$ cat src/common/fetch_defs.svh
`ifndef FETCH_DEFS_SVH
`define FETCH_DEFS_SVH

// ********************
// fetch front end widths
// ********************

// byte address width, full rv64 address space
`define FETCH_ADDR_W 64

// one uncompressed instruction
`define FETCH_INST_W 32

// wishbone data bus, one doubleword per beat
`define FETCH_BUS_W 64

// first pc after reset, start of dram
`define FETCH_RESET_PC 64'h0000_0000_8000_0000

`endif

$ cat src/common/fetch_pkg.sv
`include "fetch_defs.svh"

// ********************
// shared fetch types
// ********************

package fetch_pkg;

	// byte address, also used for the pc
	typedef logic [`FETCH_ADDR_W-1:0] addr_t;

	// one 32 bit instruction word
	typedef logic [`FETCH_INST_W-1:0] inst_t;

	// raw wishbone read data, two instructions side by side
	typedef logic [`FETCH_BUS_W-1:0] bus_word_t;

	// what the IF/ID register hands to decode
	// pc in the upper bits, instruction in the lower bits
	typedef struct packed {
		addr_t pc;
		inst_t inst;
	} fetch_pair_t;

endpackage

$ cat src/fetch/fetch_top.sv
module fetch_top
	import fetch_pkg::*;
(
	input  logic      clk,
	input  logic      arst_n,
	// redirect from execute
	input  logic      redirect,
	input  addr_t     dnpc,
	// towards decode
	output logic      id_valid,
	input  logic      id_ready,
	output addr_t     id_pc,
	output inst_t     id_inst,
	// wishbone classic, read only
	output logic      wb_cyc,
	output logic      wb_stb,
	output addr_t     wb_adr,
	input  bus_word_t wb_dat,
	input  logic      wb_ack
);

	// pc_gen to PC register
	addr_t       pc;
	logic        pc_valid;
	logic        pc_ready;
	// PC register to fetch unit
	addr_t       req_pc;
	logic        req_valid;
	logic        req_ready;
	// fetch unit to IF/ID register
	logic        rsp_valid;
	logic        rsp_ready;
	addr_t       rsp_pc;
	inst_t       rsp_inst;
	fetch_pair_t rsp_pair;
	fetch_pair_t id_pair;

	// ********************
	// pc stage
	// ********************

	pc_gen i_pc_gen (
		.clk      (clk),
		.arst_n   (arst_n),
		.redirect (redirect),
		.dnpc     (dnpc),
		.pc       (pc),
		.pc_valid (pc_valid),
		.pc_ready (pc_ready)
	);

	pipe_reg #(.payload_t(addr_t)) i_pc_reg (
		.clk       (clk),
		.arst_n    (arst_n),
		.flush     (redirect),
		.in_valid  (pc_valid),
		.in_ready  (pc_ready),
		.in_data   (pc),
		.out_valid (req_valid),
		.out_ready (req_ready),
		.out_data  (req_pc)
	);

	// ********************
	// bus fetch and IF/ID
	// ********************

	wb_fetch i_wb_fetch (
		.clk       (clk),
		.arst_n    (arst_n),
		.flush     (redirect),
		.req_valid (req_valid),
		.req_ready (req_ready),
		.req_pc    (req_pc),
		.wb_cyc    (wb_cyc),
		.wb_stb    (wb_stb),
		.wb_adr    (wb_adr),
		.wb_dat    (wb_dat),
		.wb_ack    (wb_ack),
		.rsp_valid (rsp_valid),
		.rsp_ready (rsp_ready),
		.rsp_pc    (rsp_pc),
		.rsp_inst  (rsp_inst)
	);

	// pack pc and instruction for the IF/ID register
	assign rsp_pair = '{pc: rsp_pc, inst: rsp_inst};

	pipe_reg #(.payload_t(fetch_pair_t)) i_ifid_reg (
		.clk       (clk),
		.arst_n    (arst_n),
		.flush     (redirect),
		.in_valid  (rsp_valid),
		.in_ready  (rsp_ready),
		.in_data   (rsp_pair),
		.out_valid (id_valid),
		.out_ready (id_ready),
		.out_data  (id_pair)
	);

	assign id_pc   = id_pair.pc;
	assign id_inst = id_pair.inst;

endmodule

$ cat src/fetch/wb_fetch.sv
`include "fetch_defs.svh"

module wb_fetch
	import fetch_pkg::*;
(
	input  logic      clk,
	input  logic      arst_n,
	// redirect drops the current fetch
	input  logic      flush,
	// request side with the pc from the PC register
	input  logic      req_valid,
	output logic      req_ready,
	input  addr_t     req_pc,
	// wishbone classic read master
	output logic      wb_cyc,
	output logic      wb_stb,
	output addr_t     wb_adr,
	input  bus_word_t wb_dat,
	input  logic      wb_ack,
	// response side towards the IF/ID register
	output logic      rsp_valid,
	input  logic      rsp_ready,
	output addr_t     rsp_pc,
	output inst_t     rsp_inst
);

	typedef enum logic [1:0] {
		s_idle,
		s_bus,
		s_hold
	} state_t;

	state_t state;
	// bus cycle still running but its data is stale
	logic   discard;
	logic   req_fire;
	// pc of the fetch in progress and its instruction
	addr_t  pc_q;
	inst_t  inst_q;

	// new request when idle or when the held response leaves now
	// nothing is taken while a flush is on since that request is stale too
	assign req_ready = !flush && ((state == s_idle) || (state == s_hold && rsp_ready));
	assign req_fire  = req_valid && req_ready;

	// ********************
	// state machine
	// ********************

	always_ff @(posedge clk or negedge arst_n) begin
		if (!arst_n) begin
			state   <= s_idle;
			discard <= 1'b0;
		end else begin
			case (state)
				s_idle: begin
					if (req_fire) begin
						state <= s_bus;
					end
				end
				s_bus: begin
					if (wb_ack) begin
						// bus cycle is over so keep the data only if nobody redirected
						state   <= (discard || flush) ? s_idle : s_hold;
						discard <= 1'b0;
					end else if (flush) begin
						// classic cycle cannot be abandoned so finish it and drop the data
						discard <= 1'b1;
					end
				end
				s_hold: begin
					if (flush || rsp_ready) begin
						state <= req_fire ? s_bus : s_idle;
					end
				end
				default: begin
					state <= s_idle;
				end
			endcase
		end
	end

	// ********************
	// payload
	// ********************

	always_ff @(posedge clk) begin
		if (req_fire) begin
			pc_q <= req_pc;
		end
		// pc bit 2 picks the instruction within the doubleword
		if (state == s_bus && wb_ack) begin
			inst_q <= pc_q[2] ? wb_dat[`FETCH_BUS_W-1:`FETCH_INST_W]
			                  : wb_dat[`FETCH_INST_W-1:0];
		end
	end

	// cyc and stb rise together and drop in the cycle after ack
	assign wb_cyc    = (state == s_bus);
	assign wb_stb    = (state == s_bus);
	assign wb_adr    = {pc_q[`FETCH_ADDR_W-1:3], 3'b000};

	assign rsp_valid = (state == s_hold);
	assign rsp_pc    = pc_q;
	assign rsp_inst  = inst_q;

	// ********************
	// bus checks
	// ********************

	// address held for the whole cycle until the slave acks
	a_adr_stable: assert property (
		@(posedge clk) disable iff (!arst_n)
		wb_stb && !wb_ack |=> wb_stb && $stable(wb_adr)
	);

endmodule

$ cat src/rtl/pc_gen.sv
`include "fetch_defs.svh"

module pc_gen
	import fetch_pkg::*;
(
	input  logic  clk,
	input  logic  arst_n,
	// redirect from a later stage, dnpc is the new target
	input  logic  redirect,
	input  addr_t dnpc,
	// stage output towards the PC register
	output addr_t pc,
	output logic  pc_valid,
	input  logic  pc_ready
);

	// program counter and its valid flag
	addr_t pc_q;
	logic  pc_valid_q;

	// ********************
	// pc register
	// ********************

	always_ff @(posedge clk or negedge arst_n) begin
		if (!arst_n) begin
			pc_q       <= `FETCH_RESET_PC;
			pc_valid_q <= 1'b0;
		end else begin
			// always something to fetch once out of reset
			pc_valid_q <= 1'b1;
			if (redirect) begin
				// redirect wins over the sequential step
				pc_q <= dnpc;
			end else if (pc_valid_q && pc_ready) begin
				// accepted, step to the next instruction
				pc_q <= pc_q + addr_t'(4);
			end
		end
	end

	assign pc       = pc_q;
	assign pc_valid = pc_valid_q;

	// ********************
	// checks
	// ********************

	// misaligned pc can only come from a bad redirect target
	a_pc_aligned: assert property (
		@(posedge clk) disable iff (!arst_n)
		pc_valid |-> (pc[1:0] == 2'b00)
	);

endmodule

$ cat src/rtl/pipe_reg.sv
module pipe_reg
	import fetch_pkg::*;
#(
	// payload carried through the slice
	parameter type payload_t = addr_t
) (
	input  logic     clk,
	input  logic     arst_n,
	// drop whatever is held, takes effect on the next edge
	input  logic     flush,
	// upstream side
	input  logic     in_valid,
	output logic     in_ready,
	input  payload_t in_data,
	// downstream side
	output logic     out_valid,
	input  logic     out_ready,
	output payload_t out_data
);

	logic     valid_q;
	payload_t data_q;

	// take a new item when empty or when the current one leaves this cycle
	assign in_ready = !valid_q || out_ready;

	// ********************
	// control
	// ********************

	always_ff @(posedge clk or negedge arst_n) begin
		if (!arst_n) begin
			valid_q <= 1'b0;
		end else if (flush) begin
			valid_q <= 1'b0;
		end else if (in_ready) begin
			valid_q <= in_valid;
		end
	end

	// payload, loaded on the input handshake only
	always_ff @(posedge clk) begin
		if (in_valid && in_ready) begin
			data_q <= in_data;
		end
	end

	assign out_valid = valid_q;
	assign out_data  = data_q;

	// stalled output keeps its data until taken or flushed
	a_hold_stable: assert property (
		@(posedge clk) disable iff (!arst_n)
		out_valid && !out_ready && !flush |=> out_valid && $stable(out_data)
	);

endmodule

$ cat config.mk
export PLATFORM = sky130hd
export DESIGN_NAME = fetch_top
export DESIGN_NICKNAME = d
export VERILOG_FILES = /design/src/common/fetch_pkg.sv /design/src/fetch/fetch_top.sv /design/src/fetch/wb_fetch.sv /design/src/rtl/pc_gen.sv /design/src/rtl/pipe_reg.sv
export VERILOG_INCLUDE_DIRS = /design/src /design/src/common
export SDC_FILE = /design/constraint.sdc
export NUM_CORES = 1
export LEC_CHECK = 0
export CORE_MARGIN = 2
export CORE_UTILIZATION = 60
export DETAILED_ROUTE_END_ITERATION = 8
export DONT_BUFFER_PORTS = 1
export PLACE_DENSITY_LB_ADDON = 0.1
export SLEW_MARGIN = 20
export SYNTH_ARGS = -nofsm -noshare
export SYNTH_HDL_FRONTEND = slang
export SYNTH_HIERARCHICAL = 1
export SYNTH_SLANG_ARGS = --single-unit
$ cat constraint.sdc
create_clock -name clk -period 10.3 [get_ports clk]
set_input_delay 1.03 -clock clk [delete_from_list [all_inputs] [get_ports clk]]
set_output_delay 1.03 -clock clk [all_outputs]
set_load 0.005 [all_outputs]
=== Word-level counts from Yosys, hierarchy flattened ===
Index checks and enable logic that the tools add are counted.

* Flip-flop bits (word level): 326
* Input port bits: 133
* Output and inout bits: 163
* Logic and storage cells: 52

* Add/sub/neg operators: 1
* Equal/unequal tests: 5
* Mux-type cells: 15
* Reduce and logical (&&, ||, !) cells: 20

{| class="wikitable"
|+ Operators by type and width
! cell !! number
|-
| two-way mux 64 bit || 2
|-
| adder 64 x 3 -> 64 bit, second input constant || 1
|-
| two-way mux 32 bit || 1
|-
| two-way mux 2 bit || 4
|-
| nonzero test 2 bit || 4
|-
| two-way mux 1 bit || 7
|-
| case mux 2 bit (3 select lines) || 1
|-
| logical AND 1 bit || 5
|-
| logical OR 1 bit || 5
|-
| != test 2 x 1 -> 1 bit, second input constant || 2
|-
| zero test 1 bit || 3
|-
| AND reduction 3 bit || 1
|-
| == test 2 x 1 -> 1 bit, second input constant || 1
|-
| == test 2 bit, second input constant || 1
|-
| zero test 2 bit || 1
|-
| != test 2 bit, second input constant || 1
|-
| AND reduction 2 bit || 1
|}

=== Logic depth before layout (Yosys ltp) ===
Gate-level depths: netlist of run 1.

* Word-level depth: 9
* Depth in mapped cells: 11

=== By module ===
The synthesis of run 1 kept the hierarchy.

{| class="wikitable"
|+ Modules (own cells, without submodules)
! module !! times used !! cells an instance !! area an instance (um2) !! sequential area each (um2)
|-
| wb_fetch || 1 || 217 || 3965.1 || 2957.8
|-
| pc_gen || 1 || 454 || 3913.8 || 1627.8
|-
| pipe_reg at i_ifid_reg || 1 || 101 || 2942.8 || 2907.8
|-
| pipe_reg at i_pc_reg || 1 || 69 || 1981.9 || 1946.9
|}

=== Least setup slack after synthesis of run 1 ===
No wires, ideal clock.

* Path kind: input-to-reg
* Start point: input id_ready
* End point: register i_wb_fetch.pc_q[0], in the netlist i_wb_fetch/rsp_pc[0], enable pin
* Setup time: 645 ps
* Arrival time: 7272 ps
* Required time: 9655 ps
* Path slack: 2383 ps
* Stages: 3
* Path through: nand2b_4 -> nor2b_1 -> nor4_1

* Cells in the longest elaborated chain, start to end: 5

{| class="wikitable"
|+ RTL lines
! item !! RTL line !! text
|-
| from (decl) || fetch_top.sv:11 || <nowiki>input logic id_ready,</nowiki>
|-
| logical OR 1 bit || pipe_reg.sv:25 || <nowiki>assign in_ready = !valid_q || out_ready;</nowiki>
|-
| logical AND 1 bit || wb_fetch.sv:43 || <nowiki>assign req_ready = !flush && ((state == s_idle) || (state == s_hold && rsp_ready));</nowiki>
|-
| logical OR 1 bit || wb_fetch.sv:43 ||
|-
| logical AND 1 bit || wb_fetch.sv:43 ||
|-
| logical AND 1 bit || wb_fetch.sv:44 || <nowiki>assign req_fire = req_valid && req_ready;</nowiki>
|-
| net i_wb_fetch.req_fire || wb_fetch.sv:36 || <nowiki>logic req_fire;</nowiki>
|-
| to (signal assigned) || wb_fetch.sv:89 || <nowiki>pc_q <= req_pc;</nowiki>
|-
| to (decl) || wb_fetch.sv:38 || <nowiki>addr_t pc_q;</nowiki>
|}

The timed path passes the listed nets, and every way through them passes these cells.
A chain may end at the register's enable or synchronous reset.

=== Worst setup path after layout of run 1 ===
* Start point: input id_ready
* End point: register i_pc_gen.pc_q[61], in the netlist i_pc_gen/pc[61]

* Cells in the longest elaborated chain, start to end: 7

{| class="wikitable"
|+ RTL lines
! item !! RTL line !! text
|-
| logical OR 1 bit || pipe_reg.sv:25 ||
|-
| logical AND 1 bit || wb_fetch.sv:43 ||
|-
| logical OR 1 bit || wb_fetch.sv:43 ||
|-
| logical AND 1 bit || wb_fetch.sv:43 ||
|-
| net req_ready || fetch_top.sv:29 || <nowiki>logic req_ready;</nowiki>
|-
| logical OR 1 bit || pipe_reg.sv:25 ||
|-
| net pc_ready || fetch_top.sv:25 || <nowiki>logic pc_ready;</nowiki>
|-
| logical AND 1 bit || pc_gen.sv:35 || <nowiki>end else if (pc_valid_q && pc_ready) begin</nowiki>
|-
| nonzero test 2 bit (no line) || n/a ||
|-
| to (signal assigned) || pc_gen.sv:27 || <nowiki>pc_q <= `FETCH_RESET_PC;</nowiki>
|-
| to (signal assigned) || pc_gen.sv:34 || <nowiki>pc_q <= dnpc;</nowiki>
|-
| to (signal assigned) || pc_gen.sv:37 || <nowiki>pc_q <= pc_q + addr_t'(4);</nowiki>
|-
| to (decl) || pc_gen.sv:18 || <nowiki>addr_t pc_q;</nowiki>
|}

The timed path passes the listed nets, and every way through them passes these cells.

==> results of run 1 <==
-- cells in the mapped netlist (all sizes together), types with 9 or more instances --
library cell,number,area share (%)
and3,10,0.49
and4,13,0.89
xnor2,28,1.9
nand4,30,1.5
nand3,30,1.2
xor2,15,1.0
nor3,11,0.43
o21ai,48,1.9
mux2,36,3.2
or4,12,0.73
nand2,67,2.0
dfrtp,69,13
nor2,21,0.62
clkbuf,23,0.67
nor4,17,0.83
edfxtp,256,60
or3,9,0.44
buf,73,4.3
-- critical path, cell delays in order --
cell and delay (ns):
nand2b_4 0.12, nor2b_1 0.07, nor3_1 0.14, nand2b_4 0.19
nand2_1 0.14, or4_1 0.69, or4_4 0.66, or4b_1 0.55
nand4_1 0.08
-- report_power, final --
part | switching, mW | leakage, nW | internal (mW)
clock | 0.443 | 0.509 | 0.710
combinational | 0.0570 | 0.849 | 0.0422
sequential | 0.0615 | 3.19 | 1.51
-- worst paths after layout --
check                                              from                       to  slack [ns]  cells past startpoint
worst max-delay path                           id_ready          i_pc_gen/pc[61]        7.09                      9
worst min-delay path                             arst_n      i_wb_fetch/state[0]        0.19                      0
min in group clk                i_wb_fetch/rsp_inst[24]  i_ifid_reg/out_data[24]        0.41                      0
max in group asynchronous                        arst_n          i_pc_gen/pc[31]        9.92                      0
worst min register to register  i_wb_fetch/rsp_inst[24]  i_ifid_reg/out_data[24]        0.41                      0
worst max register to register      i_wb_fetch/state[1]          i_pc_gen/pc[61]        7.16                      8
-- cells by family after synthesis --
kind of cell	Yosys count	synth area share, %
adders and majority gates	1	0.09771
and+or+nand+nor	250	10.97
buffers and inverters	102	5.170
DFF	326	73.73
other	2	0.05866
muxes	41	3.557
xor gates and xnor gates	43	2.942
AOI/OAI and AO/OA	76	3.469
-- registers in the layout, indices dropped and copies added (netlist names) --
name / flops
i_wb_fetch/rsp_pc: 64
i_pc_gen/pc: 64
i_pc_gen/pc_valid: 1
i_wb_fetch/discard: 1
i_ifid_reg/out_valid: 1
i_ifid_reg/out_data: 96
i_pc_reg/out_valid: 1
i_pc_reg/out_data: 64
i_wb_fetch/rsp_inst: 32
i_wb_fetch/state: 2
-- layer usage --
layer,up-vias,part of all wire [%]
met5,-,0
met4,0,1.6
met3,30,8.6
met2,347,50
met1,3279,39
li1,3004,-
-- final cells by class --
cell class / count / area, um2 / area share [%]
multi-input combinational: 415 / 2721 / 19.99
clock inverter: 14 / 215.2 / 1.581
antenna: 2 / 5.005 / 0.03676
timing repair buffer: 4 / 33.78 / 0.2482
sequential: 326 / 9440 / 69.35
clock buffer: 43 / 830.8 / 6.103
tap: 275 / 344.1 / 2.528
inverter: 6 / 22.52 / 0.1654
-- stage by stage --
stage	setup WS, ns	cells	utilization [%]
finish	7.087	1085	64.96
floorplan	2.383	843	-
detailed placement	6.558	1026	59.90
global placement	6.596	1026	59.90
global route	7.017	1084	64.95
CTS	7.119	1083	64.89
==> summary.txt, run 1 <==
busiest grt layer: met2
YS warnings: 6
CTS Buffer Depth: 3
post-route clock period utilization: 31.19%
Iteration-0 DRC Markers: 599
Hold Worst Slack: 0.1878 ns
DR DRC count: 0
min Tclk post-route: 3.213 ns
synthesized flop and latch total: 326
Critical Setup Path Class: in -> reg
arrival time at the worst endpoint: 3.68 ns
fin area: 13610 um2
DP HPWL: 15.94 mm
startpoint class of the critical path: primary input
Slew @ Worst Pin: 0.8947 ns
GPL Wtd Cong: 0.8445
final hold violations: 0
RSZ-0062 raised after global routing: false
critical-path maximum fanout: 14
GRT Total Usage: 20.97%
Mapped Cells: 841
post-synth cell types: 53
Async S/R FF share, synth: 21.47%
register area share after synthesis: 73.73%
number of global-route vias before repair: 6401
number of flops mapped to enable cells by yosys: 256
commonest non-fill, non-tap cells in the layout: edfxtp_1 (256), dfrtp_1 (69), nand2_1 (67)
drt total wl: 24.17 mm
Layout area overhead: 6.323%
met2 GRT Util: 34.57%
Max Freq: 311.3 MHz
Max Cap Viol: 0
final setup TNS: 0 ns
nets: 918
Starting Density: 61.10%
wire per inst: 22.27 um
layout cells sized above 1: 11.39%
met3 track utilization from global routing: 4.543%
filler instances: 1496
DIE WIDTH: 150.1 um
post-route ant nets: 0
CTS tree: done
Buffers on Ports: 0
Tot Pwr: 2.821 mW
TritonCTS Buffers: 31
met1 Use GR: 28.87%
CP Capture Type: flip-flop
placed inst area: 12550 um2
most common cell after layout, fill and taps aside: edfxtp_1
I/O pin cnt: 296
Clock Pin Slew Worst Setup and Hold Paths: 0.06 ns
core area: 20960 um2
LEAKAGE: 4.547 nW
Finish-stage setup viols: 0
routed via count: 6660
Syn Area/Cell: 15.22 um2
Syn Std Cell Area: 12800 um2
Via-to-Cell Ratio: 6.138
Worst EP required: 10.77 ns
area of the die: 22520 um2
cts repair resizes: 0
most used flip-flop cell after synthesis: edfxtp_1
grt ovf: 0
Max rail drop VDD: 0.1558 mV
clk_skew: 0.009244 ns
# hold bufs at CTS: 0
number of antenna violations at the first check in global routing: 1
CTS root buf: clkbuf_16
deepest level of the CTS H-tree: 1
worst skew pair latency: 0.54 ns
Power Density: 207.2 nW/um2
Die Y: 150.1 um
first-pass GRT wire length: 36.25 mm
pin count of the biggest net entering global routing: 123
Setup Buffers After CTS: 0
max_slew headroom: 40.35%
status: completed
Min-Delay Path Class: in -> async
CTS sink count: 326
row cnt: 53
TritonRoute pass-1 iters: 7
Final Max Tran Viols: 0
Note: power is estimated with default switching activity, not from simulation.
==> run 2: changes to the inputs <==
--- a/config.mk
+++ b/config.mk
@@ -7,7 +7,7 @@
 export NUM_CORES = 1
 export LEC_CHECK = 0
 export CORE_MARGIN = 2
-export CORE_UTILIZATION = 60
+export CORE_UTILIZATION = 57
 export DETAILED_ROUTE_END_ITERATION = 8
 export DONT_BUFFER_PORTS = 1
 export PLACE_DENSITY_LB_ADDON = 0.1
==> constraint.sdc (replaced) <==
create_clock -name clk -period 2.6 [get_ports clk]
set_input_delay 0.26 -clock clk [delete_from_list [all_inputs] [get_ports clk]]
set_output_delay 0.26 -clock clk [all_outputs]
set_load 0.005 [all_outputs]
==> summary.txt, run 2 (same netlist as run 1, synthesis figures left out) <==
P_int: 8.896 mW
number of antenna violations at the first check in global routing: 2
WHS Path Cells: 3
Buffers on Ports: 0
switching part of the total power: 21.03%
dpl ws: 0.02227 ns
Via-to-Cell Ratio: 5.828
DP HPWL: 17.02 mm
CTS root buf: clkbuf_16
Iteration-0 DRC Markers: 535
reg2reg setup slack: 0.12 ns
I/O pin cnt: 296
setup ws final: 0.1161 ns
DIE WIDTH: 153.9 um
Die Y: 153.9 um
GRT Total Usage: 22.76%
RR Startpoint: i_ifid_reg/out_valid
GPL Wtd Cong: 0.8082
placed cells: 1060
Slew @ Worst Pin: 0.8116 ns
CP bufs+invs: 0
worst skew pair latency: 0.54 ns
RSZ-0062 raised after global routing: false
pin count of the biggest net entering global routing: 112
layout cells sized above 1: 13.30%
post-route ant nets: 0
Max Freq: 402.6 MHz
core area: 21960 um2
Final Max Tran Viols: 0
number of global-route vias before repair: 7376
CP peak stage delay: 0.50 ns
drt total wl: 27.29 mm
startpoint class of the critical path: flip-flop
Comb pwr share: 6.3%
Max rail drop VDD: 0.6302 mV
Power Density: 739.2 nW/um2
Sequential Power Share: 55.0%
status: completed
Finish-stage setup viols: 0
Max Cap Viol: 0
CP Capture Type: flip-flop
min Tclk post-route: 2.484 ns
arrival time at the worst endpoint: 2.96 ns
CTS tree: done
switching pwr: 2.369 mW
commonest non-fill, non-tap cells in the layout: edfxtp_1 (256), dlygate4sd3_1 (132), dfrtp_1 (69)
most common cell after layout, fill and taps aside: edfxtp_1
routed via count: 7297
Critical Setup Path Class: reg -> reg
DR DRC count: 0
grt ovf: 0
final setup TNS: 0 ns
Hold Worst Slack: 0.04339 ns
wire per inst: 21.80 um
filler instances: 1431
nets: 1082
max_slew headroom: 45.84%
Starting Density: 58.31%
cell family with most CP delay: simple AND/OR/NAND/NOR gates
Min-Delay Path Class: in -> reg
R2R cell count: 9
clock share of power: 38.7%
TritonCTS Buffers: 31
cell count along the critical path: 9
worst-path cell chain: nand2b_4, nor2b_4, nor3_2, nand2b_4, nand2_4, or4_4, or4_4, or4b_1, nand3_1
TritonRoute pass-1 iters: 5
Worst EP required: 3.07 ns
LEAKAGE: 5.253 nW
critical-path maximum fanout: 8
Clock Pin Slew Worst Setup and Hold Paths: 0.07 ns
CTS Buffer Depth: 3
max reg flops: 96
post-route clock period utilization: 95.53%
Worst Hold Endpoint: i_ifid_reg/out_valid
deepest level of the CTS H-tree: 1
row cnt: 54
critical path's slowest cell: or4_4
worst r2r dst: i_pc_gen/pc[41]
final hold violations: 0
Layout area overhead: 19.03%
utilization after layout: 69.40%
final cell count without fillers: 1252
clk_skew: 0.01194 ns
area of the die: 23680 um2
CTS sink count: 326
hold path startpoint: id_ready
first-pass GRT wire length: 41.86 mm
[run 2: cell count changes in the layout (fill, tap and decap cells not counted), sizes merged]
cell / before / now
dlygate4sd3: 0 / 132
buf: 4 / 36
clkbuf: 43 / 37
clkinv: 8 / 11
bufinv: 6 / 4
clkinvlp: 0 / 2
inv: 6 / 7
[run 2: tightest hold or removal path: stages]
cell      delay (ns)
nand2b_4        0.11
buf_4           0.12
a21oi_2         0.05
[run 2: worst max-delay path by stage]
| stage | startpoint | endpoint | slack [ns] |
|---|---|---|---|
| 6_report | i_ifid_reg/out_valid | i_pc_gen/pc[41] | 0.12 |
| 4_1_cts | i_ifid_reg/out_valid | i_pc_gen/pc[62] | 0.02 |
| 3_5_place_dp | i_ifid_reg/out_valid | i_pc_gen/pc[41] | 0.02 |
| 3_3_place_gp | i_ifid_reg/out_valid | i_pc_gen/pc[49] | 0.06 |
| 2_1_floorplan | i_pc_reg/out_valid | i_wb_fetch/rsp_pc[0] | -0.42 |
| 5_1_grt | i_ifid_reg/out_valid | i_pc_gen/pc[41] | 0.009 |
[run 2: power groups by stage]
stage / logic, mW / registers, mW / clock network [mW]
after floorplan: 0.410 / 6.22 / 0
after global placement: 0.444 / 6.28 / 0
after global routing: 0.779 / 6.23 / 4.66
final: 0.707 / 6.20 / 4.36
after detailed placement: 0.465 / 6.30 / 0
after CTS: 0.705 / 6.19 / 4.43
[run 2: layout make-up]
class | instances | area (um2) | area share (%)
tap | 280 | 350.3 | 2.299
clock inverter | 18 | 190.2 | 1.248
timing repair buffer | 168 | 1682 | 11.03
sequential | 326 | 9440 | 61.95
antenna | 2 | 5.005 | 0.03284
inverter | 6 | 22.52 | 0.1478
multi-input combinational | 415 | 2751 | 18.05
clock buffer | 37 | 798.3 | 5.238
[run 2: stage by stage]
| stage | area [um2] | power (mW) |
|---|---|---|
| after global routing | 15240 | 11.67 |
| after detailed placement | 12850 | 6.762 |
| after global placement | 12850 | 6.726 |
| after floorplan | 12860 | 6.628 |
| final | 15240 | 11.26 |
| after CTS | 15220 | 11.33 |
[run 2: timing repair]
| item | in CTS | in global routing |
|---|---|---|
| gates cloned | 0 | 0 |
| pin swaps | 1 | 0 |
| hold buffers | 134 | 0 |
| hold endpoints to repair | 171 | 0 |
| setup buffers | 0 | 1 |
| setup endpoints to repair | 1 | 11 |
| resized for setup | 0 | 2 |
[run 2: layer usage]
metal / vias to the layer above / global-route usage, % / wire [um] / part of all wire, %
met5: - / 0 / 0 / 0
met4: 0 / 5.785 / 496 / 1.8
met3: 38 / 5.524 / 2185 / 8.0
met2: 348 / 38.59 / 13850 / 51
met1: 3591 / 29.96 / 10760 / 39
li1: 3320 / - / - / -
==> run 3: changes to the inputs <==
--- a/config.mk
+++ b/config.mk
@@ -6,10 +6,12 @@
 export SDC_FILE = /design/constraint.sdc
 export NUM_CORES = 1
 export LEC_CHECK = 0
+export ABC_AREA = 1
 export CORE_MARGIN = 2
 export CORE_UTILIZATION = 57
 export DETAILED_ROUTE_END_ITERATION = 8
 export DONT_BUFFER_PORTS = 1
+export HOLD_SLACK_MARGIN = 0.12
 export PLACE_DENSITY_LB_ADDON = 0.1
 export SLEW_MARGIN = 20
 export SYNTH_ARGS = -nofsm -noshare
==> summary.txt, run 3 <==
status: completed
row cnt: 57
Power Density: 726.1 nW/um2
fin area: 16510 um2
cts repair resizes: 0
reg2reg setup slack: 0.31 ns
Buffers on Ports: 0
most frequent cell after synthesis: nand2_1
RSZ-0062 raised after global routing: false
critical path's slowest cell: dfrtp_1
routed via count: 9211
Worst EP required: 2.95 ns
CTS root buf: clkbuf_16
number of global-route vias before repair: 8984
launch point of the worst path: i_ifid_reg/out_valid
Layout area overhead: 17.88%
GPL Wtd Cong: 0.9727
grt ovf: 0
layout cells sized above 1: 9.979%
most common cell after layout, fill and taps aside: nand2_1
drt total wl: 33.03 mm
Clock Pin Slew Worst Setup and Hold Paths: 0.06 ns
number of antenna violations at the first check in global routing: 1
TritonRoute pass-1 iters: 6
Die Y: 160.7 um
max reg flops: 96
final hold violations: 0
Mapped Cells: 1272
placed inst area: 13990 um2
switching pwr: 2.754 mW
YS warnings: 6
Starting Density: 57.76%
CTS Buffer Depth: 3
crit path capture: i_pc_gen/pc[24]
Comb pwr share: 7.7%
cell taking the most area after synthesis: edfxtp_1
ranking of synthesized cells by area: edfxtp_1 (55%), dfrtp_1 (12%), nand2_1 (8.5%)
most used flip-flop cell after synthesis: edfxtp_1
Syn Area/Cell: 11.01 um2
Max Cap Viol: 0
arrival time at the worst endpoint: 2.64 ns
switching part of the total power: 22.98%
DR DRC count: 0
Sequential Power Share: 53.0%
top-area cell type share of the netlist area: 54.89%
Async S/R FF share, synth: 21.47%
met1 Use GR: 35.68%
Hold Worst Slack: 0.1430 ns
placed cells: 1527
CTS tree: done
clock share of power: 39.3%
utilization after layout: 68.08%
post-synth cell types: 38
worst-path cell chain: nand2_1, inv_1, nand2_1, inv_1, nor3_1, inv_2, nand2_1, nand2_1, nand2_1, inv_1, a22o_1, o21bai_1
CP Capture Type: flip-flop
LEAKAGE: 6.465 nW
met2 GRT Util: 41.69%
area of the die: 25840 um2
R2R cell count: 12
wire per inst: 19.12 um
Slew @ Worst Pin: 0.8386 ns
final cell count without fillers: 1728
Synth top cells by count: nand2_1 (318), edfxtp_1 (256), inv_1 (147)
Critical Setup Path Class: reg -> reg
P_int: 9.232 mW
DP HPWL: 22.33 mm
pin count of the biggest net entering global routing: 71
min Tclk post-route: 2.289 ns
Tot Pwr: 11.99 mW
met3 track utilization from global routing: 5.010%
CTS sink count: 326
I/O pin cnt: 296
DIE WIDTH: 160.7 um
max_slew headroom: 44.09%
Max rail drop VDD: 0.4695 mV
worst r2r dst: i_pc_gen/pc[24]
critical-path maximum fanout: 20
register area share after synthesis: 67.41%
TritonCTS Buffers: 35
# hold bufs at CTS: 140
post-route ant nets: 0
core area: 24250 um2
most used cell, CP: nand2_1
nets: 1514
synthesized flop and latch total: 326
post-route clock period utilization: 88.05%
Final Max Tran Viols: 0
GRT Total Usage: 25.62%
Setup Buffers After CTS: 0
Via-to-Cell Ratio: 5.330
first-pass GRT wire length: 50.60 mm
busiest grt layer: met2
Iteration-0 DRC Markers: 774
Finish-stage setup viols: 0
RR Startpoint: i_ifid_reg/out_valid
CP peak stage delay: 0.44 ns
commonest non-fill, non-tap cells in the layout: nand2_1 (318), edfxtp_1 (256), inv_1 (146)
worst skew pair latency: 0.51 ns
deepest level of the CTS H-tree: 2
Max Freq: 436.8 MHz
Min-Delay Path Class: in -> reg
number of flops mapped to enable cells by yosys: 256
startpoint class of the critical path: flip-flop
clk_skew: 0.01920 ns
Syn Std Cell Area: 14000 um2
## run 3: cell types whose count changed in the layout (fill, tap and decap cells not counted), moves of 29 or more
cell	delta
mux2_2	-32
inv_1	+141
nor2_1	+103
o21ai_2	+29
nand2_1	+252
nand3_1	+43
## run 3: cell families (layout without fill, tap and decap cells)
group / Yosys count / count (layout) / synth area share [%]
AND/OR/NAND/NOR: 558 / 558 / 16.76
flip-flops: 326 / 326 / 67.41
buffers and inverters: 243 / 372 / 8.747
AO/OA/AOI/OAI: 122 / 122 / 5.691
XOR/XNOR: 20 / 20 / 1.251
other: 2 / 5 / 0.05362
adder cells (fa/ha/maj): 1 / 1 / 0.08933
## run 3: power groups by stage
stage	registers [mW]	clock network (mW)	logic (mW)
floorplan	6.31	0	0.603
detailed placement	6.45	0	0.684
finish	6.35	4.72	0.922
global placement	6.44	0	0.662
CTS	6.34	4.81	0.921
global route	6.39	5.02	1.04
## run 3: per-stage QoR
step                setup WS (ns)  TNS, ns
CTS                        0.3506        0
global placement           0.4172        0
floorplan                -0.05238   -5.028
global route               0.1056        0
detailed placement         0.3694        0
finish                     0.3108        0
## run 3: worst min path at each step
stage	from	end	slack (ns)	cells past startpoint
finish	redirect	i_wb_fetch/discard	0.14	3
global route	redirect	i_wb_fetch/discard	0.18	3
CTS	redirect	i_wb_fetch/discard	0.14	3
detailed placement	arst_n	i_wb_fetch/discard	-0.03	0
global placement	arst_n	i_wb_fetch/discard	-0.03	0
floorplan	arst_n	i_ifid_reg/out_valid	-0.04	0
## run 3: critical path, delay by kind of cell, from the launching register on
kind | cells | cell delay, ns
flip-flops | 1 | 0.44
AND/OR/NAND/NOR | 6 | 0.71
buffers and inverters | 4 | 0.52
AO/OA/AOI/OAI | 2 | 0.45
## run 3: metal layers
metal / up-vias / routed length, um
met5: - / 0
met4: 0 / 731
met3: 51 / 2232
met2: 376 / 15660
met1: 4434 / 14410
li1: 4350 / -
## run 3: layout make-up
class / count / area (um2)
clock buffers: 44 / 919.6
flip-flops and latches: 326 / 9440
diodes: 1 / 2.502
repair buffers: 160 / 1624
fillers: 1803 / 7740
inverters: 152 / 570.5
well taps: 324 / 405.4
multi-input cells: 705 / 3383
clock inverters: 16 / 162.7
